### src/rtl/raster_pkg.sv
package raster_pkg;

    // Coordinate and colour widths for screens up to 1024 x 512
    localparam int X_W     = 10;            // Column along the wide axis
    localparam int Y_W     = 9;             // Row
    localparam int COLOR_W = 2;             // 2 bits per pixel
    localparam int RSQ_W   = 2 * Y_W;       // Radius squared

    // Drawing opcodes in a 2-bit select field
    typedef enum logic [1:0] {
        SHAPE_RECT   = 2'b00,
        SHAPE_CIRCLE = 2'b01
    } shape_e;

    // One drawing command as presented at the start strobe (43 bits)
    typedef struct packed {
        shape_e             shape;          // Rectangle or circle
        logic [COLOR_W-1:0] color;          // Fill colour
        logic [X_W-1:0]     x;              // Left edge or centre column
        logic [Y_W-1:0]     y;              // Top edge or centre row
        logic [X_W-1:0]     width;          // Rectangle only
        logic [Y_W-1:0]     height_radius;  // Rectangle height or circle radius
        logic               erase;          // Write colour 0 instead
    } raster_cmd_t;

    // Clipped scan box handed from decode to execute
    typedef struct packed {
        logic [X_W-1:0]     x_min;          // Inclusive on-screen bounds
        logic [X_W-1:0]     x_max;
        logic [Y_W-1:0]     y_min;
        logic [Y_W-1:0]     y_max;
        logic [X_W-1:0]     cx;             // Circle centre
        logic [Y_W-1:0]     cy;
        logic [RSQ_W-1:0]   r_sq;           // Circle radius squared
        shape_e             shape;
        logic [COLOR_W-1:0] color;          // Zero when erasing
        logic               empty;          // Nothing left after clipping
    } scan_box_t;

    // Single pixel write into the frame store
    typedef struct packed {
        logic               valid;
        logic [X_W-1:0]     x;
        logic [Y_W-1:0]     y;
        logic [COLOR_W-1:0] color;
    } pixel_wr_t;

endpackage
### src/rtl/shape_decode.sv
`timescale 1ns/1ps

module shape_decode #(
    parameter int H_PIXELS = 640,
    parameter int V_PIXELS = 480
) (
    input  logic                    clk,
    input  logic                    rst_n,
    input  raster_pkg::raster_cmd_t cmd,
    input  logic                    start,
    input  logic                    ready,      // Clear sweep finished
    input  logic                    scan_last,  // Execute stage wrote its last pixel
    output raster_pkg::scan_box_t   box,
    output logic                    box_valid,
    output logic                    busy,
    output logic                    done
);

    typedef enum logic {
        CMD_IDLE,
        CMD_ACTIVE
    } cmd_state_e;

    // Last valid column and row with one bit of headroom
    localparam logic [raster_pkg::X_W:0] X_LAST = (raster_pkg::X_W + 1)'(H_PIXELS - 1);
    localparam logic [raster_pkg::Y_W:0] Y_LAST = (raster_pkg::Y_W + 1)'(V_PIXELS - 1);

    cmd_state_e              state;
    raster_pkg::raster_cmd_t cmd_q;           // Latched command
    logic                    accept;
    logic                    is_circle;
    logic [raster_pkg::X_W:0] x_lo, x_hi;    // Unclamped box with carry bit
    logic [raster_pkg::Y_W:0] y_lo, y_hi;
    logic [raster_pkg::X_W:0] cx_w, r_x;     // Zero-extended operands
    logic [raster_pkg::Y_W:0] cy_w, r_y;

    // Idle, not holding a pending box, and the frame is cleared
    assign accept    = start && ready && state == CMD_IDLE && !box_valid;
    assign busy      = box_valid || state == CMD_ACTIVE;
    assign is_circle = cmd_q.shape == raster_pkg::SHAPE_CIRCLE;

    assign cx_w = {1'b0, cmd_q.x};
    assign cy_w = {1'b0, cmd_q.y};
    assign r_x  = {2'b00, cmd_q.height_radius};
    assign r_y  = {1'b0, cmd_q.height_radius};

    // Bounding box before clipping to the right and bottom edges
    always_comb begin
        if (is_circle) begin
            x_lo = (cx_w >= r_x) ? cx_w - r_x : '0;   // Clamp at column 0
            x_hi = cx_w + r_x;
            y_lo = (cy_w >= r_y) ? cy_w - r_y : '0;   // Clamp at row 0
            y_hi = cy_w + r_y;
        end else begin
            x_lo = cx_w;
            x_hi = cx_w + {1'b0, cmd_q.width} - 1'b1;  // Wraps on zero width and is flagged empty
            y_lo = cy_w;
            y_hi = cy_w + r_y - 1'b1;
        end
    end

    // Clipped box built from the latched command
    always_comb begin
        box.x_min = x_lo[raster_pkg::X_W-1:0];
        box.y_min = y_lo[raster_pkg::Y_W-1:0];
        box.x_max = (x_hi > X_LAST) ? X_LAST[raster_pkg::X_W-1:0] : x_hi[raster_pkg::X_W-1:0];
        box.y_max = (y_hi > Y_LAST) ? Y_LAST[raster_pkg::Y_W-1:0] : y_hi[raster_pkg::Y_W-1:0];
        box.cx    = cmd_q.x;
        box.cy    = cmd_q.y;
        box.r_sq  = {9'd0, cmd_q.height_radius} * {9'd0, cmd_q.height_radius};
        box.shape = cmd_q.shape;
        box.color = cmd_q.erase ? '0 : cmd_q.color;       // Erase paints background
        box.empty = (x_lo > X_LAST) || (y_lo > Y_LAST)
                 || (!is_circle && (cmd_q.width == '0 || cmd_q.height_radius == '0));
    end

    always_ff @(posedge clk or negedge rst_n) begin
        if (!rst_n) begin
            state     <= CMD_IDLE;
            box_valid <= 1'b0;
            done      <= 1'b0;
        end else begin
            box_valid <= accept;                // One-cycle pulse after acceptance
            if (accept)
                done <= 1'b0;                   // Drops on the next accepted start
            case (state)
                CMD_IDLE: begin
                    if (box_valid)
                        state <= CMD_ACTIVE;    // Box now owned by the scanner
                end
                CMD_ACTIVE: begin
                    if (scan_last) begin
                        state <= CMD_IDLE;
                        done  <= 1'b1;          // Rises as the last write lands
                    end
                end
            endcase
        end
    end

    // Command payload held from the accepted start
    always_ff @(posedge clk) begin
        if (accept)
            cmd_q <= cmd;
    end

    // No new box while the scanner still owns one
    a_box_once: assert property (@(posedge clk) disable iff (!rst_n)
        box_valid |-> state == CMD_IDLE);

    // Scanner only finishes work that this stage gave it
    a_last_owned: assert property (@(posedge clk) disable iff (!rst_n)
        scan_last |-> state == CMD_ACTIVE);

endmodule

### config.mk
export PLATFORM = sky130hd
export DESIGN_NAME = shape_decode
export DESIGN_NICKNAME = d
export VERILOG_FILES = /design/src/rtl/raster_pkg.sv /design/src/rtl/shape_decode.sv
export SDC_FILE = /design/constraint.sdc
export NUM_CORES = 1
export LEC_CHECK = 0
export ABC_CLOCK_PERIOD_IN_PS = 11800
export CAP_MARGIN = 30
export CORE_MARGIN = 2
export CORE_UTILIZATION = 60
export CTS_BUF_LIST = sky130_fd_sc_hd__clkbuf_4 sky130_fd_sc_hd__clkbuf_8 sky130_fd_sc_hd__clkbuf_16
export CTS_CLUSTER_SIZE = 20
export DETAILED_ROUTE_END_ITERATION = 10
export DONT_BUFFER_PORTS = 1
export GPL_TIMING_DRIVEN = 1
export PLACE_DENSITY = 0.76
export SLEW_MARGIN = 20
export SYNTH_ARGS = -nofsm -noshare
export SYNTH_HDL_FRONTEND = slang
export SYNTH_SLANG_ARGS = --single-unit
export TNS_END_PERCENT = 100
### constraint.sdc
create_clock -name clk -period 11.8 [get_ports clk]
set_clock_uncertainty 0.15 [all_clocks]
set_input_delay 1.77 -clock clk [delete_from_list [all_inputs] [get_ports clk]]
set_output_delay 1.77 -clock clk [all_outputs]
set_load 0.05 [all_outputs]
* After elaboration in Yosys (flattened, before gate mapping) *
Cells that the tools add are included.

storage, ports and cells
  register bits = 46
  input port bits = 48
  output and inout port bits = 83

operators by class
  add/sub/neg operators = 7
  $mul = 1
  order comparisons = 6
  equality and inequality tests = 1
  muxes and demuxes = 15
  bitwise gates (word level) = 1
  reduce and logical (&&, ||, !) cells = 12

operators with widths
  kind                   count
  $mux 10                4
  $mux 11                3
  $gt 11x10->1 const B   2
  $gt 10x9->1 const B    2
  $mul 9x9->18           1
  $add 10x10->11         1
  $add 10x9->11          1
  $sub 10x9->11          1
  $sub 11x1->11 const B  1
  $add 9x9->10           1
  $ge 10x9->1            1
  $logic_not 10->1       1
  $sub 10x1->10 const B  1
  $sub 9x9->10           1
  $ge 9x9->1             1
  $logic_not 9->1        1
  $mux 9                 1
  $mux 1                 5
  $logic_and 1x1->1      4
  $logic_or 1x1->1       4
  $eq 2x1->1 const B     1
  $logic_not 1->1        2
  $mux 2                 1
  $pmux 1 s2             1
  $not 1->1              1

* Longest topological paths before layout *
Gate-level depths: netlist of the first run.

  word-level depth = 6
  depth in mapped cells = 18
  depth with buffers taken out = 18

* Worst setup path before layout of the first run *
OpenSTA, ideal clock, no wires.

  path type = register to output
  start point = register cmd_q[1] (netlist bit)
  end point = output port box[22] (netlist bit)
  arrival time = 5215 ps
  required time = 9880 ps
  setup slack = 4665 ps
  cell stages (with the launch flop) = 16
  buffers on the path = 1
  cells stage by stage = edfxtp_1 clkbuf_1 nand2_1 fa_1 fa_1 inv_1 fa_1 inv_1 fa_1 inv_1 ha_1 or3_1 o211a_1 a41o_1 o41ai_1 xor2_1

RTL lines
  item                      line                 source
  start: declaration        shape_decode.sv:29   raster_pkg::raster_cmd_t cmd_q;
  start signal: assignment  shape_decode.sv:104  cmd_q <= cmd;
  end: declaration          shape_decode.sv:13   output raster_pkg::scan_box_t box,

==> results of run 1 <==
==> cells in the mapped netlist (3+ instances only) <==
cell and number:
inv_1 140, o31ai_1 5, fa_1 41, o21bai_1 3
or3_1 8, nand3_1 21, a211o_1 3, ha_1 88
or4_1 4, nand2_1 58, a21o_1 6, mux2i_1 3
o211ai_1 8, xnor2_1 32, nor4_1 6, dfrtp_1 3
clkbuf_1 20, o22ai_1 9, a311oi_1 3, a31oi_1 5
nand4_1 6, and3_1 4, xor2_1 16, o2111ai_1 6
a211oi_1 7, o41ai_1 6, edfxtp_1 43, or2_1 4
o21ai_0 28, and2_1 6, nor3_1 21, nor2_1 64
or2_2 7, buf_4 23, nand2b_1 10, nor2b_1 14
a21oi_1 32
==> cell type report <==
cell class	instances	area, sq um	area share, %
timing repair buffer	31	238	3.32
multi-input combinational	575	4700	65.7
tap	140	175	2.44
clock inverter	3	28.8	0.402
sequential	46	1370	19.1
antenna	1	2.50	0.0349
clock buffer	5	125	1.75
inverter	140	526	7.33
==> registers in the layout, summed over array words and instances, names as in the netlist <==
name / count
box_valid: 1
done: 1
box: 21
state: 1
cmd_q: 22
==> final timing paths <==
check | slack [ns] | start | to
worst max-delay path | 3.73 | cmd_q[2] | box[22]
worst min-delay path | 0.32 | state | state
worst max register to register | 9.80 | box_valid | cmd_q[15]
worst min register to register | 0.32 | state | state
max in group asynchronous | 10.42 | rst_n | done
min in group asynchronous | 1.01 | rst_n | box_valid
==> through the flow <==
step	cells	cell area (sq um)	util [%]
after detailed placement	931	6990	63.9
after global routing	940	7160	65.5
after floorplan	807	6810	-
final	941	7170	65.5
after CTS	939	7140	65.3
after global placement	914	6870	62.8
==> cells by family (layout without fill, tap and decap cells) <==
group                      after synthesis  in the layout  share of synthesized area (%)
xor gates and xnor gates                48             48                           6.18
buffers and inverters                  186            179                           11.7
DFF                                     46             46                           20.1
and+or+nand+nor                        244            244                           17.7
AOI/OAI and AO/OA                      149            149                           15.5
other                                    1              2                         0.0551
adders and majority gates              129            129                           28.2
muxes                                    4              4                          0.607
==> per-layer routing <==
metal / vias to the layer above / share of wire (%) / global-route usage, %
li1: 2719 / - / -
met4: 0 / 2.3 / 7.50
met3: 25 / 8.5 / 7.41
met1: 2718 / 41 / 33.8
met2: 248 / 49 / 48.3
met5: - / 0 / 0
==> power groups by stage <==
stage | Clock [uW] | Combinational [uW] | Sequential (uW)
6_report | 153 | 1500 | 256
5_1_grt | 160 | 1630 | 259
4_1_cts | 154 | 1490 | 257
3_5_place_dp | 0 | 1490 | 260
3_3_place_gp | 0 | 1380 | 259
2_1_floorplan | 0 | 1220 | 227
==> run_results.csv, run 1 <==
group,metric,value,unit
sta,rsz0062_at_grt,"false",
global_routing,antenna_found_initial,1,
sta,fin_crit,8.07,ns
pwr,ir_drop,0.419,mV
clock_network,post_cts_buffers,0,
detailed_routing,drtAntennaViolNets,0,
critical_path,path_max_fanout,11,
finish,final_nets,976,
sta,setup_viol,0,
sta,fmax,0.124,GHz
detailed_routing,wl_per_cell,17.9,microns
pwr,power,1910,uW
critical_path,cp_data_arrival_time,6.15,ns
die,die_x,111,microns
critical_path,r2r_cells,3,
global_routing,grt_usage,27.7,%
yosys,synth_fp_nets,984,
die,die_h,111,microns
sta,slew-limit-headroom,30.0,%
die,rows,38,
sta,fin_ws,3.73,ns
die,dieArea,12200,sq um
detailed_routing,viasPerCell,6.07,
yosys,syn_avg_cell_area,8.44,sq um
clock_network,clock_latency,0.30,ns
critical_path,end_kind,"output port",
critical_path,worstPathCellList,"inv_1, nor2_1, inv_1, fa_1, fa_1, inv_1, fa_1, inv_1, fa_1, inv_1, ha_1, or3_1, o211a_1, a41o_1, o41ai_1, xor2_1",
critical_path,critPathKind,"register to output port",
placed_design,dp_slack,4.06,ns
detailed_routing,drt_iter0_drc,502,
yosys,async_reset_ff_share,6.52,%
pwr,combPwrFrac,78.5,%
yosys,ys_types,68,
finish,mostFrequentLayoutCell,"inv_1",
sta,hold_violations,0,
finish,drive_above_1_share,8.00,%
finish,layout.cells.most_common_list,"inv_1, ha_1, nor2_1",
die,core_area,10900,sq um
detailed_routing,wl,16.9,mm
critical_path,setup.worst_path.start_class,"register",
detailed_routing,routed-via-count,5710,
outcome,status,"finished, final reports clean",
critical_path,crit_cells,16,
clock_network,path_clk_slew,0.07,ns
pwr,p_sw_share,60.5,%
pwr,clkPwrFrac,8.0,%
yosys,synth_top_area_share,19.0,%
clock_network,cts_buffers,5,
finish,fillerInstances,930,
detailed_routing,firstDrtPassIters,5,
flow_run,maxCapViolCount,0,
yosys,netlist_area,6810,sq um
critical_path,crit_buf_inv,5,
pwr,total_leakage_power,0.00329,uW
clock_network,cts_tree,"built",
global_routing,first_global_vias,5726,
yosys,seq_area_frac_synth,20.1,%
pwr,power_switching,1150,uW
placed_design,port_buffers,0,
pwr,cellPowerDensity,266,nW/um^2
detailed_routing,drcViolationCount,0,
clock_network,cts_sinks,46,
pwr,p_int,752,uW
die,io_pins,131,
clock_network,htreeDepth,2,
clock_network,cts_resized,0,
critical_path,worst_ep_required_time,9.88,ns
yosys,yosys_warnings,0,
clock_network,cts_root_buffer,"clkbuf_16",
sta,whs,0.321,ns
placed_design,finalWeightedCongestion,0.933,
critical_path,cpMostUsedCell,"inv_1",
yosys,yosys-top-cells-area,"edfxtp_1, ha_1, fa_1",
yosys,synthFlopType,"edfxtp_1",
yosys,synth-seq-cells,46,
sta,tightest_slew,1.04,ns
critical_path,slowest_stage,"xor2_1",
yosys,synthCells,807,
sta,finalMaxSlewViolations,0,
die,start_util,62.3,%
sta,fin_crit_sh,68.4,%
yosys,synth_edf_count,43,
clock_network,cts_buffer_depth,2,
finish,area_growth,5.26,%
hold_path,hold_class,"register to register",
clock_network,ctsHoldBuffers,0,
pwr,power_frac_seq,13.5,%
hold_path,hold_depth,1,
yosys,yosysTopAreaCell,"edfxtp_1",
placed_design,dpl.hpwl,13.7,mm
global_routing,overflow,0,
global_routing,grt_pass1_wl,27.9,mm
sta,finalSetupTns,0,ns
critical_path,cp_slowest_stage_delay,0.85,ns
global_routing,grt_max_degree,46,
critical_path,cp_top_family,"adder cells",
Power figures use the tool's default switching activity.
==> inputs of run 2 (changes only) <==
- ABC_CLOCK_PERIOD_IN_PS: 11800 -> 7300
- PLACE_DENSITY: 0.76 -> 0.79
- clock period: 11.8 -> 7.3 ns (I/O delays scaled with it)
==> run_results.csv, run 2 (synthesis gave the netlist of run 1 again) <==
group,metric,value,unit
critical_path,path_max_fanout,9,
flow_run,maxCapViolCount,0,
clock_network,path_clk_slew,0.08,ns
critical_path,crit_buf_inv,6,
sta,whs,0.334,ns
detailed_routing,viasPerCell,6.10,
placed_design,dp.cells,933,
critical_path,slowest_stage,"edfxtp_1",
finish,finalNonFillerCells,946,
detailed_routing,wl_per_cell,18.5,microns
pwr,power,3130,uW
sta,finalMaxSlewViolations,0,
critical_path,setup.worst_path.start_class,"register",
pwr,ir_drop,0.788,mV
detailed_routing,drcViolationCount,0,
finish,top_register,"cmd_q",
finish,largest_reg_flops,22,
placed_design,port_buffers,0,
global_routing,overflow,0,
die,start_util,62.3,%
sta,fin_crit,6.75,ns
critical_path,reg2reg_setup_slack,5.25,ns
clock_network,clock_latency,0.30,ns
finish,drive_above_1_share,8.81,%
critical_path,cp_slowest_stage_delay,0.58,ns
sta,setup_viol,0,
clock_network,ctsHoldBuffers,0,
finish,mostFrequentLayoutCell,"inv_1",
detailed_routing,routed-via-count,5772,
sta,slew-limit-headroom,29.9,%
die,die_h,111,microns
critical_path,worstPathCellList,"inv_1, nor2_1, inv_1, fa_1, inv_1, fa_1, inv_1, fa_1, fa_1, inv_1, ha_1, o21ai_0, a21boi_0, o21ai_0, a211oi_1, mux2i_1, o2111ai_1, buf_4",
detailed_routing,drt_iter0_drc,428,
finish,num_antenna_cells,0,
finish,fillerInstances,907,
detailed_routing,firstDrtPassIters,5,
sta,hold_violations,0,
global_routing,grt_pass1_wl,28.6,mm
global_routing,grt_max_degree,46,
clock_network,htreeDepth,2,
sta,tightest_slew,1.05,ns
clock_network,cts_buffers,5,
critical_path,worst_ep_required_time,6.05,ns
detailed_routing,wl,17.5,mm
sta,finalSetupTns,0,ns
die,die_x,111,microns
sta,fin_crit_sh,92.4,%
global_routing,first_global_vias,5734,
die,io_pins,131,
sta,rsz0062_at_grt,"false",
pwr,total_leakage_power,0.00332,uW
die,core_area,10900,sq um
critical_path,critPathKind,"register to output port",
pwr,cellPowerDensity,434,nW/um^2
finish,layout.cells.most_common_list,"inv_1, ha_1, nor2_1",
critical_path,cp_top_family,"adder cells",
critical_path,end_kind,"output port",
clock_network,cts_sinks,46,
die,rows,38,
die,dieArea,12200,sq um
clock_network,cts_tree,"built",
finish,area_growth,5.94,%
finish,final_nets,982,
clock_network,cts_root_buffer,"clkbuf_16",
placed_design,finalWeightedCongestion,0.902,
global_routing,grt_usage,28.4,%
detailed_routing,drtAntennaViolNets,0,
hold_path,hold_class,"input port to asynchronous set/reset pin",
placed_design,dpl.hpwl,14.4,mm
global_routing,antenna_found_initial,1,
sta,fmax,0.148,GHz
outcome,status,"finished, final reports clean",
critical_path,cpMostUsedCell,"inv_1",
clock_network,cts_buffer_depth,2,
critical_path,cp_data_arrival_time,5.50,ns
## run 2: cell count changes in the layout (fill, tap and decap cells not counted), sizes merged
| cell | delta |
|---|---|
| buf | +6 |
| diode | -1 |
## run 2: final timing paths
path / from / endpoint / cells past startpoint
min in group clk: state / state / 1
worst min register to register: state / state / 1
worst max register to register: box_valid / box[23] / 3
worst min-delay path: rst_n / state / 0
max in group asynchronous: rst_n / state / 0
worst max-delay path: cmd_q[7] / box[19] / 18
## run 2: layout make-up
class                      instances  area (sq um)  share of cell area [%]
clock buffer                       5           125                    1.73
clock inverter                     3          28.8                   0.399
inverter                         140           526                    7.29
multi-input combinational        575          4700                    65.2
sequential                        46          1370                    18.9
tap                              140           175                    2.43
timing repair buffer              37           287                    3.97
## run 2: timing repair
item | in CTS | in global routing
buffers inserted | 0 | 4
gates resized for setup | 0 | 0
endpoints found under the setup margin | 0 | 1
endpoints found under the hold margin | 0 | 0
## run 2: worst reg2reg max path: stages (launching register included)
cell and delay [ns]:
dfrtp_1 0.57, nor2_1 0.25, and3_2 0.48, buf_12 0.27
## run 2: through the flow
step	util, %	setup WS (ns)	area, sq um
global placement	63.4	0.996	6930
global route	65.9	0.148	7210
CTS	65.5	0.401	7160
finish	65.9	0.554	7210
detailed placement	64.1	0.747	7010
floorplan	-	0.840	6810
## run 2: power breakdown
| group | leakage, uW | internal (uW) | switching (uW) |
|---|---|---|---|
| combinational | 0.00282 | 803 | 1670 |
| clock | 0.0000763 | 131 | 113 |
| sequential | 0.000432 | 326 | 88.2 |
## run 2: metal layers
metal / up-vias / track usage [%] / wire length [microns] / share of wire, %
li1: 2721 / - / - / -
met1: 2760 / 37.1 / 7290 / 42
met2: 258 / 48.9 / 8400 / 48
met3: 31 / 5.32 / 1440 / 8.2
met4: 2 / 6.58 / 370 / 2.1
met5: - / 0 / 11 / 0.063
==> inputs of run 3 (changes only) <==
- PLACE_DENSITY: 0.79 -> 0.85
==> run_results.csv, run 3 (synthesis gave the netlist of run 1 again) <==
group,metric,value,unit
finish,layout.cells.most_common_list,"inv_1, ha_1, nor2_1",
clock_network,cts_resized,0,
detailed_routing,drt_iter0_drc,527,
sta,fin_crit_sh,94.4,%
critical_path,cp_slowest_stage_delay,0.62,ns
critical_path,timing.rr.start,"box_valid",
critical_path,end_kind,"output port",
sta,finalMaxSlewViolations,0,
detailed_routing,wl,17.8,mm
finish,area_growth,5.27,%
global_routing,overflow,0,
global_routing,first_global_vias,5678,
global_routing,grt_pass1_wl,28.5,mm
clock_network,cts_buffers,5,
die,core_area,10900,sq um
critical_path,crit_buf_inv,6,
critical_path,cp_top_family,"adder cells",
global_routing,grt_usage,28.2,%
finish,final_nets,977,
flow_run,maxCapViolCount,0,
die,die_x,111,microns
die,die_h,111,microns
sta,rsz0062_at_grt,"false",
detailed_routing,dr_wl_met2,8.70,mm
critical_path,critPathLaunch,"cmd_q[2]",
critical_path,worstPathCellList,"inv_1, nor2_1, inv_1, fa_1, inv_1, fa_1, inv_1, fa_1, fa_1, inv_1, ha_1, o21ai_0, a21boi_0, o21ai_0, a211oi_1, mux2i_1, o2111ai_1, buf_4",
die,dieArea,12200,sq um
pwr,total_leakage_power,0.00330,uW
sta,fmax,0.145,GHz
finish,top_register,"cmd_q",
detailed_routing,drcViolationCount,0,
clock_network,ctsHoldBuffers,0,
pwr,cellPowerDensity,434,nW/um^2
finish,drive_above_1_share,8.11,%
placed_design,finalWeightedCongestion,1.10,
clock_network,cts_root_buffer,"clkbuf_16",
detailed_routing,wl_per_cell,18.9,microns
finish,fillerInstances,905,
critical_path,cp_data_arrival_time,5.65,ns
hold_path,hold_class,"register to register",
critical_path,critPathKind,"register to output port",
clock_network,path_clk_slew,0.07,ns
hold_path,hold_start,"state",
sta,tightest_slew,1.03,ns
critical_path,setup.worst_path.start_class,"register",
clock_network,clock_latency,0.29,ns
critical_path,slowest_stage,"edfxtp_1",
finish,mostFrequentLayoutCell,"inv_1",
sta,slew-limit-headroom,30.9,%
finish,largest_reg_flops,22,
finish,finalNonFillerCells,943,
sta,finalSetupTns,0,ns
global_routing,grt_max_degree,46,
placed_design,port_buffers,0,
sta,fin_crit,6.89,ns
critical_path,cpMostUsedCell,"inv_1",
placed_design,postPlaceCellArea,7000,sq um
die,start_util,62.3,%
sta,hold_violations,0,
detailed_routing,dr_wl_met3,1.65,mm
finish,fin_area,7170,sq um
placed_design,dp.cells,932,
clock_network,htreeDepth,2,
global_routing,antenna_found_initial,2,
clock_network,cts_tree,"built",
sta,setup_viol,0,
finish,multi_input_comb_area,4700,sq um
detailed_routing,routed-via-count,5769,
clock_network,cts_buffer_depth,2,
clock_network,cts_sinks,46,
detailed_routing,firstDrtPassIters,5,
clock_network,post_cts_buffers,0,
detailed_routing,highest_layer,"met4",
finish,seq_area,1370,sq um
detailed_routing,viasPerCell,6.12,
die,rows,38,
detailed_routing,drtAntennaViolNets,0,
critical_path,worst_ep_required_time,6.05,ns
outcome,status,"finished, final reports clean",
sta,whs,0.337,ns
critical_path,path_max_fanout,11,
placed_design,dpl.hpwl,14.4,mm
detailed_routing,wl_met1,6.97,mm
die,io_pins,131,
pwr,ir_drop,0.565,mV
==> run 3: worst reg2reg max path, cell delays in order (launching register included) <==
cell and delay, ns:
dfrtp_1 0.56, nor2_1 0.24, and3_2 0.47, buf_12 0.26
==> run 3: path summary, 6_finish.rpt <==
path	slack (ns)	endpoint	cells past startpoint
min in group asynchronous	0.35	box_valid	0
worst min register to register	0.34	state	1
max in group asynchronous	6.59	state	0
worst max register to register	5.30	cmd_q[7]	3
worst min-delay path	0.34	state	1
worst max-delay path	0.41	box[19]	18
==> run 3: metal layers <==
layer  up-vias  GRT usage, %
met3        45          5.65
met2       300          48.2
met1      2708          35.7
met5         -             0
met4         0          9.75
li1       2716             -
==> run 3: report_power, final <==
part	switching, uW	internal, uW	leakage [uW]
combinational	1690	783	0.00279
clock	95.4	129	0.0000717
sequential	87.9	326	0.000432
==> run 3: final cells by class <==
class | count | share of cell area, %
Antenna cell | 2 | 0.0698
Sequential cell | 46 | 19.1
Inverter | 140 | 7.33
Timing Repair Buffer | 32 | 3.47
Multi-Input combinational cell | 575 | 65.6
Clock inverter | 2 | 0.122
Tap cell | 140 | 2.44
Clock buffer | 6 | 1.85
==> run 3: metrics by stage <==
stage / util (%) / setup WS [ns] / total power, uW
CTS: 65.3 / 0.438 / 3100
global route: 65.5 / 0.0129 / 3320
detailed placement: 64.0 / 0.771 / 2870
floorplan: - / 0.840 / 2340
finish: 65.5 / 0.407 / 3110
global placement: 63.4 / 1.03 / 2790
