[config.mk]
export PLATFORM = sky130hd
export DESIGN_NAME = pixel_scan
export DESIGN_NICKNAME = d
export VERILOG_FILES = /design/src/rtl/raster_pkg.sv /design/src/rtl/pixel_scan.sv
export SDC_FILE = /design/constraint.sdc
export NUM_CORES = 1
export LEC_CHECK = 0
export BUFFER_PORTS_ARGS = -buffer_cell sky130_fd_sc_hd__buf_2
export CORE_ASPECT_RATIO = 0.9
export CORE_MARGIN = 5
export CORE_UTILIZATION = 36
export DETAILED_ROUTE_END_ITERATION = 8
export GPL_TIMING_DRIVEN = 0
export MAX_ROUTING_LAYER = met4
export SYNTH_ARGS = -nofsm -noshare
export SYNTH_HDL_FRONTEND = slang
export SYNTH_SLANG_ARGS = --single-unit
[constraint.sdc]
create_clock -name clk -period 12 [get_ports clk]
set_clock_uncertainty 0.15 [all_clocks]
set_input_delay 0 -clock clk [delete_from_list [all_inputs] [get_ports clk]]
set_output_delay 0 -clock clk [all_outputs]
set_load 0.05 [all_outputs]
[src/rtl/raster_pkg.sv]
package raster_pkg;

    // Coordinate and colour widths for screens up to 1024 x 512
    localparam int X_W     = 10;            // Column along the wide axis
    localparam int Y_W     = 9;             // Row
    localparam int COLOR_W = 2;             // 2 bits per pixel
    localparam int RSQ_W   = 2 * Y_W;       // Radius squared

    // Drawing opcodes in a 2-bit select field
    typedef enum logic [1:0] {
        SHAPE_RECT   = 2'b00,
        SHAPE_CIRCLE = 2'b01
    } shape_e;

    // One drawing command as presented at the start strobe (43 bits)
    typedef struct packed {
        shape_e             shape;          // Rectangle or circle
        logic [COLOR_W-1:0] color;          // Fill colour
        logic [X_W-1:0]     x;              // Left edge or centre column
        logic [Y_W-1:0]     y;              // Top edge or centre row
        logic [X_W-1:0]     width;          // Rectangle only
        logic [Y_W-1:0]     height_radius;  // Rectangle height or circle radius
        logic               erase;          // Write colour 0 instead
    } raster_cmd_t;

    // Clipped scan box handed from decode to execute
    typedef struct packed {
        logic [X_W-1:0]     x_min;          // Inclusive on-screen bounds
        logic [X_W-1:0]     x_max;
        logic [Y_W-1:0]     y_min;
        logic [Y_W-1:0]     y_max;
        logic [X_W-1:0]     cx;             // Circle centre
        logic [Y_W-1:0]     cy;
        logic [RSQ_W-1:0]   r_sq;           // Circle radius squared
        shape_e             shape;
        logic [COLOR_W-1:0] color;          // Zero when erasing
        logic               empty;          // Nothing left after clipping
    } scan_box_t;

    // Single pixel write into the frame store
    typedef struct packed {
        logic               valid;
        logic [X_W-1:0]     x;
        logic [Y_W-1:0]     y;
        logic [COLOR_W-1:0] color;
    } pixel_wr_t;

endpackage
[src/rtl/pixel_scan.sv]
`timescale 1ns/1ps

module pixel_scan #(
    parameter int H_PIXELS = 640,
    parameter int V_PIXELS = 480
) (
    input  logic                  clk,
    input  logic                  rst_n,
    input  raster_pkg::scan_box_t box,
    input  logic                  box_valid,
    output raster_pkg::pixel_wr_t wr,
    output logic                  scan_last
);

    typedef enum logic [1:0] {
        SCAN_IDLE,
        SCAN_RUN,
        SCAN_END
    } scan_state_e;

    scan_state_e           state;
    raster_pkg::scan_box_t box_q;              // Box held for the whole scan
    logic [raster_pkg::X_W-1:0] x_cnt;         // Current column
    logic [raster_pkg::Y_W-1:0] y_cnt;         // Current row
    logic                  last_col;
    logic                  last_row;

    // Circle test operands
    logic signed [raster_pkg::X_W:0] dx;
    logic signed [raster_pkg::Y_W:0] dy;
    logic [21:0]           dist_sq;            // Sum of squares dx^2 + dy^2
    logic                  in_circle;
    logic                  covered;

    assign last_col = x_cnt == box_q.x_max;
    assign last_row = y_cnt == box_q.y_max;

    // Offsets from centre with one extra sign bit
    assign dx = $signed({1'b0, x_cnt}) - $signed({1'b0, box_q.cx});
    assign dy = $signed({1'b0, y_cnt}) - $signed({1'b0, box_q.cy});

    assign dist_sq   = dx * dx + dy * dy;
    assign in_circle = dist_sq <= 22'(box_q.r_sq);

    // Rectangles cover the whole clipped box
    assign covered = (box_q.shape == raster_pkg::SHAPE_CIRCLE) ? in_circle : 1'b1;

    // Last write is in flight while in SCAN_END
    assign scan_last = state == SCAN_END;

    always_ff @(posedge clk or negedge rst_n) begin
        if (!rst_n) begin
            state <= SCAN_IDLE;
        end else begin
            case (state)
                SCAN_IDLE: begin
                    if (box_valid)
                        state <= box.empty ? SCAN_END : SCAN_RUN;   // Empty box skips the walk
                end
                SCAN_RUN: begin
                    if (last_col && last_row)
                        state <= SCAN_END;
                end
                SCAN_END: begin
                    state <= SCAN_IDLE;
                end
                default: begin
                    state <= SCAN_IDLE;
                end
            endcase
        end
    end

    // Box and counters for the current scan
    always_ff @(posedge clk) begin
        if (state == SCAN_IDLE && box_valid) begin
            box_q <= box;
            x_cnt <= box.x_min;                 // Start at top-left of box
            y_cnt <= box.y_min;
        end else if (state == SCAN_RUN) begin
            if (last_col) begin
                x_cnt <= box_q.x_min;           // Wrap to next row
                if (!last_row)
                    y_cnt <= y_cnt + 1'b1;
            end else begin
                x_cnt <= x_cnt + 1'b1;          // x runs fastest
            end
        end
    end

    // One registered write per scanned pixel
    always_ff @(posedge clk or negedge rst_n) begin
        if (!rst_n) begin
            wr <= '0;
        end else begin
            wr.valid <= state == SCAN_RUN && covered;
            wr.x     <= x_cnt;
            wr.y     <= y_cnt;
            wr.color <= box_q.color;
        end
    end

    // Clipping in decode keeps every write on screen
    a_wr_on_screen: assert property (@(posedge clk) disable iff (!rst_n)
        wr.valid |-> (int'(wr.x) < H_PIXELS) && (int'(wr.y) < V_PIXELS));

endmodule

; Yosys cells after proc, flatten, opt, wreduce, memory -nomap -nowiden
; Cells that the tools add are included.
[classes]
add_sub_neg = 5
n_mul = 2
div = 0
n_lt_le_gt_ge = 1
n_eq_ne = 8
n_shift = 0
mux = 12
bitwise_logic = 0
n_reduce_logical = 8
[op_table]
columns = operator, count
row1 = 9-bit two-way mux, 4
row2 = 10-bit two-way mux, 3
row3 = 22-bit by 20-bit adder with 22-bit output, 1
row4 = 22-bit by 18-bit less-or-equal comparator with 1-bit output, 1
row5 = 11-bit by 11-bit multiplier with 22-bit output, 1
row6 = 10-bit by 10-bit multiplier with 20-bit output, 1
row7 = 10-bit by 10-bit subtractor with 11-bit output, 1
row8 = 10-bit by 1-bit adder with 10-bit output (second input constant), 1
row9 = 10-bit == test, 1
row10 = 9-bit by 9-bit subtractor with 10-bit output, 1
row11 = 9-bit by 1-bit adder with 9-bit output (second input constant), 1
row12 = 9-bit == test, 1
row13 = 2-bit two-way mux, 3
row14 = 2-bit by 1-bit == test with 1-bit output (second input constant), 2
row15 = 2-bit inequality test (second input constant), 2
row16 = 2-bit case mux with 2 select lines, 1
row17 = 2-bit nonzero test, 2
row18 = 1-bit logical AND, 3
row19 = 3-bit AND reduction, 1
row20 = 2-bit == test (second input constant), 1
row21 = 2-bit zero test, 1
row22 = 2-bit by 1-bit inequality test with 1-bit output (second input constant), 1
row23 = 2-bit AND reduction, 1
row24 = 1-bit two-way mux, 1
[word_totals]
ff_bits = 113
latch_bits = 0
ramBits = 0
rom_bits = 0
input_bits = 83
output_inout_bits = 23
memories = 0

; Depth between registers and ports, before layout
; Gate-level depths: netlist of the first run.
[depth]
ltp_word = 6
mapped_depth = 40

; Worst setup path before layout of the first run
; Ideal clock, no wire load.
[synth_timing]
path_type = register to register
start = register x_cnt[0] (netlist bit)
end = register wr[21] (netlist bit)
arrival_time_ps = 8468
slack_ps = 3272
path_stages_with_launch = 39
period_less_slack_ps = 8728
cell_sequence = edfxtp_1 inv_1 ha_1 inv_1 fa_1 a21o_1 a21oi_1 o21ai_1 a21o_1 a21oi_1 o21ai_0 inv_1 buf_2 nand2_1 fa_1 inv_1 fa_1 inv_1 [3 not listed] fa_1 fa_1 inv_1 fa_1 inv_1 ha_1 a21o_1 o21ai_2 a21oi_1 a21o_1 a21oi_1 xnor2_1 ha_1 a21oi_1 o21ai_0 a2111oi_0 o211ai_1 o41ai_1
[synth_via]
elab_chain_len = 6
[synth_rtl]
columns = item, line
row1 = from (decl), pixel_scan.sv:23  ; logic [raster_pkg::X_W-1:0] x_cnt;
row2 = from (signal assigned), pixel_scan.sv:78  ; x_cnt <= box.x_min;
row3 = from (signal assigned), pixel_scan.sv:82  ; x_cnt <= box_q.x_min;
row4 = from (signal assigned), pixel_scan.sv:86  ; x_cnt <= x_cnt + 1'b1;
row5 = 10-bit by 10-bit subtractor with 11-bit output, pixel_scan.sv:39  ; assign dx = $signed({1'b0, x_cnt}) - $signed({1'b0, box_q.cx});
row6 = 11-bit by 11-bit multiplier with 22-bit output, pixel_scan.sv:42  ; assign dist_sq = dx * dx + dy * dy;
row7 = 22-bit by 20-bit adder with 22-bit output, pixel_scan.sv:42
row8 = 22-bit by 18-bit less-or-equal comparator with 1-bit output, pixel_scan.sv:43  ; assign in_circle = dist_sq <= 22'(box_q.r_sq);
row9 = 1-bit two-way mux, pixel_scan.sv:46  ; assign covered = (box_q.shape == raster_pkg::SHAPE_CIRCLE) ? in_circle : 1'b1;
row10 = 1-bit logical AND, pixel_scan.sv:96  ; wr.valid <= state == SCAN_RUN && covered;
row11 = to (decl), pixel_scan.sv:11  ; output raster_pkg::pixel_wr_t wr,
; Every way passes these cells.
; A chain may end at the register's enable or synchronous reset.

; Worst setup path after layout of the first run
; Same ends and word-level chain as after synthesis.

==> reports/metrics.yaml, run 1 <==
placeableCoreArea_um2: 36000
timing.reg2reg.setup_slack_ns: 1.63
overflow: 0
path_clk_slew_ns: 0.06
drt_iter0_markers: 380
synth-edff-count: 89
fin_setup_tns_ns: 0
fin_crit_sh_pct: 86.4
routed_via_density: 4.61
ys_async_sr_fraction_pct: 21.2
routed-via-count: 9013
timing.max_cap.violations: 0
n_antenna_cell: 0
layout.nets: 1881
maximum_frequency_from_static_timing_analysis_mhz: 96.5
most_used_dff_post_synth: "sky130_fd_sc_hd__edfxtp_1"
detail_route.first_pass.iterations: 5
drive_above_1_share_pct: 11.1
report.final.setup_viol: 0
mean_area_per_synthesized_cell_um2: 10.4
grt_pass1_vias: 9709
synthToLayoutAreaGrowth_pct: 20.0
avgRoutedWirePerCell_um: 14.7
clock_insertion_delay_worst_skew_ns: 0.42
holdCritPathClass: "primary input to flop"
post-synth-top-area-fraction_pct: 34.0
layout_min_cycle_time_ns: 10.37
post_synth_main_area_contributors: "sky130_fd_sc_hd__fa_1 34%, sky130_fd_sc_hd__edfxtp_1 20%, sky130_fd_sc_hd__ha_1 10%, sky130_fd_sc_hd__inv_1 9.5%, sky130_fd_sc_hd__dfrtp_1 4.6%"
critical_path_rt_ns: 12.16
chipWidth_um: 211
maximum_number_of_pins_on_one_net_before_global_route_repair: 46
cell_type_with_the_largest_total_area_after_synthesis: "sky130_fd_sc_hd__fa_1"
critical_path.startpoint_type: "flop"
final-hold-violation-count: 0
crit_path_top_delay_cell: "sky130_fd_sc_hd__a2111oi_0"
clock-sinks: 113
netlist_top_cells_count: "330 x sky130_fd_sc_hd__inv_1, 222 x sky130_fd_sc_hd__fa_1, 109 x sky130_fd_sc_hd__ha_1, 106 x sky130_fd_sc_hd__nand2_1, 89 x sky130_fd_sc_hd__edfxtp_1"
utilization_pct: 43.6
syn-num-nets: 1671
route.detailed.drc: 0
routed_wl_um: 28800
cts.path.max_buffers: 2
unrepaired_setup_endpoints_after_global_routing: "false"
timing.setup.critical_path_class: "flop to flop"
rows: 66
max_slew.worst_pin.slew_ns: 1.10
yosysWarningCount: 0
place_congestion: 0.869
top_level_ports: 106
grt_first_pass_wirelength_um: 48600
die_h_um: 191
finalMaxSlewViolations: 0
timing.max_slew.rel_slack_pct: 26.4
yosys_register_bits: 113
count_of_distinct_cell_types_in_the_synthesized_netlist: 53
critical_path.endpoint_type: "flop"
cts-root-buf: "sky130_fd_sc_hd__clkbuf_16"
delay_contributed_by_the_slowest_stage_of_the_critical_path_ns: 0.86
depth_of_the_most_critical_reg_to_reg_path: 36
hpwl_um: 23700
cts_resized: 0
worst_hold_slack_ns: 0.140
hold_path_depth: 2
synth_sequential_area_ratio_pct: 25.0
effective_utilization_at_floorplan_pct: 36.3
number_of_nets_with_antenna_violations_after_routing: 0
numCtsBuffers: 17
io_buffers: 105
synth.most_common_cell: "sky130_fd_sc_hd__inv_1"
global_route.usage.total_pct: 15.7
post-place-cells: 1839
largest_fanout_of_any_net_on_the_critical_path: 10
timing.critical_path.arrival_ns: 10.53
cts_post_setup_buffers_inserted: 0
floorplan.die_area_um2: 40300
layout.cells.non_filler: 1956
synth_area_um2: 13100
initial_antenna_violation_count: 0
cts_tree: "yes"
postSynthCellCount: 1257
htreeDepth: 4
crit_path_frequent_cell: "sky130_fd_sc_hd__fa_1"
run_status: "complete, no violations"
[state kept, by name, indices dropped and copies added (netlist names)]
name	cells
state	2
box_q	70
x_cnt	10
y_cnt	9
wr	22
[metrics by stage]
step / worst slack (ns) / area (µm²)
finish: 1.63 / 15700
CTS: 1.75 / 15700
detailed placement: 1.77 / 14200
floorplan: 3.27 / 13100
global placement: 1.67 / 14200
global route: 1.04 / 15700
[cell type report]
type | count | area, µm²
buffer | 14 | 58.8
fill | 3479 | 20300
inverter | 338 | 1270
timing repair buffer | 191 | 1410
clock buffer | 17 | 425
tap | 476 | 596
sequential | 113 | 3270
clock inverter | 15 | 181
multi-input combinational | 792 | 8490
[path summary, 6_finish.rpt]
path / start / to
setup / recovery: x_cnt[0] / wr[21]
hold / removal: box[50] / box_q[50]
setup reg to reg: x_cnt[0] / wr[21]
hold reg to reg: box_q[1] / wr[0]
max in group asynchronous: rst_n / wr[13]
min in group asynchronous: rst_n / wr[8]
[worst max-delay path: cells and delay by family (launching register included)]
family	cells	cell delay, ns
DFF	1	0.53
and+or+nand+nor	2	0.51
xor gates and xnor gates	1	0.15
AOI/OAI and AO/OA	14	3.26
buffers and inverters	8	0.92
adders and majority gates	11	4.71
[layout by cell type, fill, tap and decap left out, types with 7 or more instances in the layout]
cell / count
sky130_fd_sc_hd__a21o_1: 10
sky130_fd_sc_hd__a21oi_1: 31
sky130_fd_sc_hd__buf_2: 107
sky130_fd_sc_hd__clkbuf_1: 11
sky130_fd_sc_hd__clkbuf_16: 17
sky130_fd_sc_hd__dfrtp_1: 24
sky130_fd_sc_hd__dlygate4sd3_1: 84
sky130_fd_sc_hd__edfxtp_1: 89
sky130_fd_sc_hd__fa_1: 222
sky130_fd_sc_hd__ha_1: 109
sky130_fd_sc_hd__inv_1: 330
sky130_fd_sc_hd__nand2_1: 106
sky130_fd_sc_hd__nand2b_1: 8
sky130_fd_sc_hd__nand3_1: 11
sky130_fd_sc_hd__nand4_1: 10
sky130_fd_sc_hd__nor2_1: 79
sky130_fd_sc_hd__nor3_1: 7
sky130_fd_sc_hd__o21ai_0: 47
sky130_fd_sc_hd__xnor2_1: 37
sky130_fd_sc_hd__xor2_1: 41
[logic make-up (layout without fill, tap and decap cells)]
group,Yosys count,after routing,synth area share [%]
buffers and inverters,352,575,10.1
adder cells (fa/ha/maj),331,331,44.4
AND/OR/NAND/NOR,246,246,8.21
AO/OA/AOI/OAI,130,130,6.40
flip-flops,113,113,25.0
XOR/XNOR,80,80,5.47
multiplexers,5,5,0.402
[timing repair]
item	in CTS	in global routing
setup endpoints to repair	0	0
hold endpoints to repair	115	0
hold buffers	85	0
[layer usage]
metal | vias up | share of wire (%) | track usage, %
li1 | 4292 | - | -
met1 | 4495 | 45 | 20.9
met2 | 197 | 49 | 25.6
met3 | 29 | 3.7 | 2.24
met4 | 0 | 1.5 | 3.64
met5 | - | 0 | -
Power of run 1 is left out: the tool's default activity adds up to more than one toggle a clock period on the data nets, which glitch-free logic cannot reach.
==> inputs of run 2 (changes only) <==
--- a/config.mk
+++ b/config.mk
@@ -5,6 +5,7 @@
 export SDC_FILE = /design/constraint.sdc
 export NUM_CORES = 1
 export LEC_CHECK = 0
+export ABC_AREA = 1
 export BUFFER_PORTS_ARGS = -buffer_cell sky130_fd_sc_hd__buf_2
 export CORE_ASPECT_RATIO = 0.9
 export CORE_MARGIN = 5
@@ -12,6 +13,7 @@
 export DETAILED_ROUTE_END_ITERATION = 8
 export GPL_TIMING_DRIVEN = 0
 export MAX_ROUTING_LAYER = met4
+export SETUP_SLACK_MARGIN = 0.15
 export SYNTH_ARGS = -nofsm -noshare
 export SYNTH_HDL_FRONTEND = slang
 export SYNTH_SLANG_ARGS = --single-unit
==> reports/metrics.yaml, run 2 <==
timing.setup.critical_path_class: "flop to flop"
placeableCoreArea_um2: 37400
timing.critical_path.arrival_ns: 9.89
global_routing_s_busiest_layer: "met2"
timing.max_cap.violations: 0
htreeDepth: 4
yosys_register_bits: 113
hold_path_depth: 4
max_flop_register: "box_q"
routed_wl_um: 31700
layout_min_cycle_time_ns: 9.69
hpwl_um: 25900
delay_contributed_by_the_slowest_stage_of_the_critical_path_ns: 0.93
n_antenna_cell: 0
numCtsBuffers: 17
critical-path-top-delay-family: "adder cells"
drive_above_1_share_pct: 10.5
rows: 67
timing.max_slew.rel_slack_pct: 22.4
run_status: "complete, no violations"
post-synth-top-area-fraction_pct: 32.4
count_of_distinct_cell_types_in_the_synthesized_netlist: 48
synth_top_family_by_area: "adder cells"
avgRoutedWirePerCell_um: 14.5
synth.area.mux_share_pct: 0
timing.reg2reg.setup_slack_ns: 2.31
holdCritPathClass: "primary input to flop"
unrepaired_setup_endpoints_after_global_routing: "false"
cts_tree: "yes"
crit_path_top_delay_cell: "sky130_fd_sc_hd__xnor2_1"
synth.most_common_cell: "sky130_fd_sc_hd__inv_1"
layout_top_registers: "box_q (70), wr (22), x_cnt (10)"
postSynthCellCount: 1477
syn-num-nets: 1891
place_congestion: 0.872
synthXorXnorAreaFrac_pct: 3.52
layout_commonest_cell: "sky130_fd_sc_hd__inv_1"
largest_fanout_of_any_net_on_the_critical_path: 8
routed_via_density: 4.64
routed-via-count: 10127
mean_area_per_synthesized_cell_um2: 9.28
synth_simple_gate_area_share_pct: 14.2
maximum_frequency_from_static_timing_analysis_mhz: 103
max_slew.worst_pin.slew_ns: 1.16
synth_sequential_area_ratio_pct: 23.9
maximum_number_of_pins_on_one_net_before_global_route_repair: 67
number_of_nets_with_antenna_violations_after_routing: 0
cell_type_with_the_largest_total_area_after_synthesis: "sky130_fd_sc_hd__fa_1"
chipWidth_um: 216
netlist_top_cells_count: "398 x sky130_fd_sc_hd__inv_1, 252 x sky130_fd_sc_hd__nand2_1, 222 x sky130_fd_sc_hd__fa_1, 109 x sky130_fd_sc_hd__ha_1, 109 x sky130_fd_sc_hd__nor2_1"
grt_util_met3_pct: 2.69
cts.path.max_buffers: 2
post-place-cells: 2066
synth-edff-count: 89
top_level_ports: 106
path_clk_slew_ns: 0.05
fin_setup_tns_ns: 0
critical_path.endpoint_type: "flop"
synthAdderAreaFrac_pct: 42.4
grt_pass1_vias: 10749
gr-usage-met1_pct: 21.3
synthToLayoutAreaGrowth_pct: 18.6
clock-sinks: 113
clock_insertion_delay_worst_skew_ns: 0.42
overflow: 0
most_used_dff_post_synth: "sky130_fd_sc_hd__edfxtp_1"
yosysWarningCount: 0
critical_path_buf_inv_count: 9
timing.hold.worst_endpoint: "x_cnt[1]"
die_h_um: 195
drt_iter0_markers: 454
crit-reg2reg-capture: "wr[21]"
effective_utilization_at_floorplan_pct: 36.7
critical_path.startpoint_type: "flop"
cts-root-buf: "sky130_fd_sc_hd__clkbuf_16"
synth_area_in_compound_gates_pct: 4.42
layout.cells.non_filler: 2181
layout.nets: 2100
layout_common_cells: "398 x sky130_fd_sc_hd__inv_1, 252 x sky130_fd_sc_hd__nand2_1, 222 x sky130_fd_sc_hd__fa_1"
report.final.setup_viol: 0
worst_r2r_startpoint: "y_cnt[0]"
floorplan.die_area_um2: 42100
fillerInstances: 3602
grt_first_pass_wirelength_um: 53100
largest_reg_flops: 70
ys_async_sr_fraction_pct: 21.2
final-hold-violation-count: 0
global_route.usage.met2_pct: 26.3
finalMaxSlewViolations: 0
start_point_of_the_worst_hold_path: "box_valid"
global_route.usage.total_pct: 16.0
critical_path_rt_ns: 12.19
io_buffers: 105
post_synth_main_area_contributors: "sky130_fd_sc_hd__fa_1 32%, sky130_fd_sc_hd__edfxtp_1 20%, sky130_fd_sc_hd__inv_1 11%, sky130_fd_sc_hd__ha_1 10%, sky130_fd_sc_hd__nand2_1 6.9%"
depth_of_the_most_critical_reg_to_reg_path: 39
cts_resized: 0
route.detailed.drc: 0
synth_area_um2: 13700
detail_route.first_pass.iterations: 5
initial_antenna_violation_count: 0
fin_crit_sh_pct: 80.8
==> run 2: cell count changes in the layout (fill, tap and decap cells not counted), sizes merged, moves of 10 or more <==
| cell | before | now |
|---|---|---|
| nand2 | 107 | 257 |
| inv | 339 | 407 |
| nand3 | 11 | 49 |
| nor2 | 79 | 115 |
| o21ai | 56 | 31 |
| xor2 | 43 | 27 |
| xnor2 | 37 | 23 |
| or2 | 2 | 12 |
==> run 2: tightest hold or removal path, cell delays in order <==
cell and delay (ns):
sky130_fd_sc_hd__buf_2 0.09, sky130_fd_sc_hd__nand2_1 0.14, sky130_fd_sc_hd__nor2_1 0.14, sky130_fd_sc_hd__a31oi_1 0.05
==> run 2: layer usage <==
metal | part of all wire, % | vias up | wire [µm]
met5 | 0 | - | 0
met2 | 50 | 231 | 15700
met3 | 5.0 | 21 | 1590
met4 | 1.2 | 0 | 365
met1 | 44 | 5008 | 14100
li1 | - | 4867 | -
==> run 2: through the flow <==
step / cell area [µm²] / hold WS (ns) / worst slack, ns / util (%)
final: 16200 / 0.0178 / 2.31 / 43.5
after global routing: 16200 / 0.0371 / 1.71 / 43.5
after CTS: 16200 / 0.00304 / 2.27 / 43.4
after detailed placement: 14900 / -0.106 / 2.34 / 39.8
after global placement: 14800 / -0.110 / 2.40 / 39.7
after floorplan: 13700 / -0.446 / 3.94 / -
==> run 2: kinds of logic (layout without fill, tap and decap cells) <==
group / Yosys count / count (layout)
compound gates: 102 / 102
buf+inv: 420 / 641
fa+ha+maj: 331 / 331
flops: 113 / 113
xor+xnor: 50 / 50
simple gates: 461 / 461
==> run 2: layout make-up <==
class	count	area [µm²]	area share, %
plain buffers	11	55.1	0.339
clock buffers	18	429	2.64
clock inverters	13	97.6	0.601
inverters	409	1540	9.45
multi-input cells	944	8850	54.5
flip-flops and latches	113	3270	20.1
well taps	483	604	3.72
repair buffers	190	1400	8.64
==> run 2: worst max-delay path by stage <==
stage,startpoint,end,cells after the start
2_1_floorplan,x_cnt[0],wr[21],42
3_3_place_gp,y_cnt[0],wr[21],36
3_5_place_dp,y_cnt[0],wr[21],36
4_1_cts,y_cnt[0],wr[21],36
5_1_grt,y_cnt[0],wr[21],36
6_report,y_cnt[0],wr[21],39
==> run 2: timing repair <==
action / CTS / global route
hold buffers: 84 / 0
hold endpoints to repair: 115 / 0
setup buffers: 0 / 0
Power of run 2 is left out for the same reason.
==> inputs of run 3 (changes only) <==
==> constraint.sdc (replaced) <==
create_clock -name clk -period 9.21 [get_ports clk]
set_clock_uncertainty 0.15 [all_clocks]
set_input_delay 0 -clock clk [delete_from_list [all_inputs] [get_ports clk]]
set_output_delay 0 -clock clk [all_outputs]
set_load 0.05 [all_outputs]
==> reports/metrics.yaml, run 3 (same netlist as run 2, synthesis figures left out) <==
global_route.usage.met2_pct: 26.4
final_cell_area_um2: 16800
effective_utilization_at_floorplan_pct: 36.7
hold_path_depth: 4
timing.max_cap.violations: 0
depth_of_the_most_critical_reg_to_reg_path: 40
routed_wl_um: 32200
chipWidth_um: 216
timing.critical_path.arrival_ns: 8.84
clock_insertion_delay_worst_skew_ns: 0.42
largest_reg_flops: 70
finalMaxSlewViolations: 0
place_congestion: 0.872
drt_iter0_markers: 439
layout_min_cycle_time_ns: 8.65
crit-reg2reg-capture: "wr[21]"
start_point_of_the_worst_hold_path: "box_valid"
n_antenna_cell: 0
gr-usage-met1_pct: 21.3
global_route.usage.total_pct: 16.1
fin_setup_tns_ns: 0
io_buffers: 105
cts_tree: "yes"
grt_util_met3_pct: 2.71
cts.path.max_buffers: 2
synthToLayoutAreaGrowth_pct: 22.9
run_status: "complete, no violations"
rows: 67
layout_common_cells: "390 x sky130_fd_sc_hd__inv_1, 244 x sky130_fd_sc_hd__nand2_1, 220 x sky130_fd_sc_hd__fa_1"
crit_path_frequent_cell: "sky130_fd_sc_hd__nand2_1"
htreeDepth: 4
numCtsBuffers: 17
clock-sinks: 113
crit_path_top_delay_cell: "sky130_fd_sc_hd__fa_1"
holdCritPathClass: "primary input to flop"
placeableCoreArea_um2: 37400
layout_top_registers: "box_q (70), wr (22), x_cnt (10)"
delay_contributed_by_the_slowest_stage_of_the_critical_path_ns: 0.55
route.detailed.drc: 0
floorplan.die_area_um2: 42100
avgRoutedWirePerCell_um: 14.6
fin_crit_sh_pct: 93.9
routed_via_density: 4.63
grt_pass1_vias: 10817
timing.hold.worst_endpoint: "y_cnt[3]"
drive_above_1_share_pct: 15.3
timing.setup.critical_path_class: "flop to flop"
global_routing_s_busiest_layer: "met2"
grt_first_pass_wirelength_um: 53300
unrepaired_setup_endpoints_after_global_routing: "false"
cts-root-buf: "sky130_fd_sc_hd__clkbuf_16"
max_flop_register: "box_q"
largest_fanout_of_any_net_on_the_critical_path: 8
critical_path_rt_ns: 9.40
detailed_place.area_um2: 14900
layout.cells.non_filler: 2213
layout.nets: 2132
initial_antenna_violation_count: 0
critical_path.startpoint: "y_cnt[0]"
timing.reg2reg.setup_slack_ns: 0.56
die_h_um: 195
post-place-cells: 2066
report.final.setup_viol: 0
path_clk_slew_ns: 0.05
top_level_ports: 106
maximum_frequency_from_static_timing_analysis_mhz: 116
overflow: 0
critical_path.endpoint_type: "flop"
hpwl_um: 25900
routed-via-count: 10252
worst_r2r_startpoint: "y_cnt[0]"
detail_route.first_pass.iterations: 5
final-hold-violation-count: 0
number_of_nets_with_antenna_violations_after_routing: 0
layout_commonest_cell: "sky130_fd_sc_hd__inv_1"
timing.max_slew.rel_slack_pct: 39.8
maximum_number_of_pins_on_one_net_before_global_route_repair: 67
critical_path.startpoint_type: "flop"
max_slew.worst_pin.slew_ns: 0.897
utilization_pct: 45.1
## run 3: cell count changes in the layout (fill, tap and decap cells not counted), sizes merged
| cell | delta |
|---|---|
| buf | +33 |
| clkinv | -2 |
| inv | -2 |
| clkbuf | -1 |
| clkinvlp | +4 |
## run 3: area by class of cell
type / instances / area, µm²
Fill cell: 3541 / 20500
Tap cell: 483 / 604
Clock inverter: 13 / 97.6
Clock buffer: 18 / 429
Sequential cell: 113 / 3270
Inverter: 409 / 1560
Timing Repair Buffer: 223 / 1650
Buffer: 10 / 51.3
Multi-Input combinational cell: 944 / 9180
## run 3: stage by stage
step | setup WS [ns] | hold WS, ns
final | 0.564 | 0.0319
after global routing | 0.126 | 0.0370
after CTS | 0.177 | 0.00304
after detailed placement | -0.451 | -0.106
after global placement | -0.392 | -0.110
after floorplan | 1.15 | -0.446
## run 3: worst max-delay path: cells and delay by family (launching register included)
family	cells	cell delay, ns
and+or+nand+nor	13	1.18
adders and majority gates	11	4.68
buffers and inverters	10	0.94
AOI/OAI and AO/OA	4	0.59
xor gates and xnor gates	2	0.58
DFF	1	0.41
## run 3: metal layers
metal  part of all wire [%]  wire length [µm]
met5                      0                 0
met4                    1.2               378
met3                    4.8              1530
met2                     50             16000
met1                     44             14300
## run 3: worst max-delay path by stage
stage | slack (ns) | to | depth (start not counted)
2_1_floorplan | 1.15 | wr[21] | 42
3_3_place_gp | -0.39 | wr[21] | 36
3_5_place_dp | -0.45 | wr[21] | 36
4_1_cts | 0.18 | wr[21] | 43
5_1_grt | 0.13 | wr[21] | 42
6_report | 0.56 | wr[21] | 40
## run 3: repair_timing
item	4_1_cts	5_1_grt
setup endpoints to repair	1	1
hold endpoints to repair	115	0
pin swaps	1	19
resized for setup	16	60
setup buffers	2	31
hold buffers	84	0
Power of run 3 is left out for the same reason.
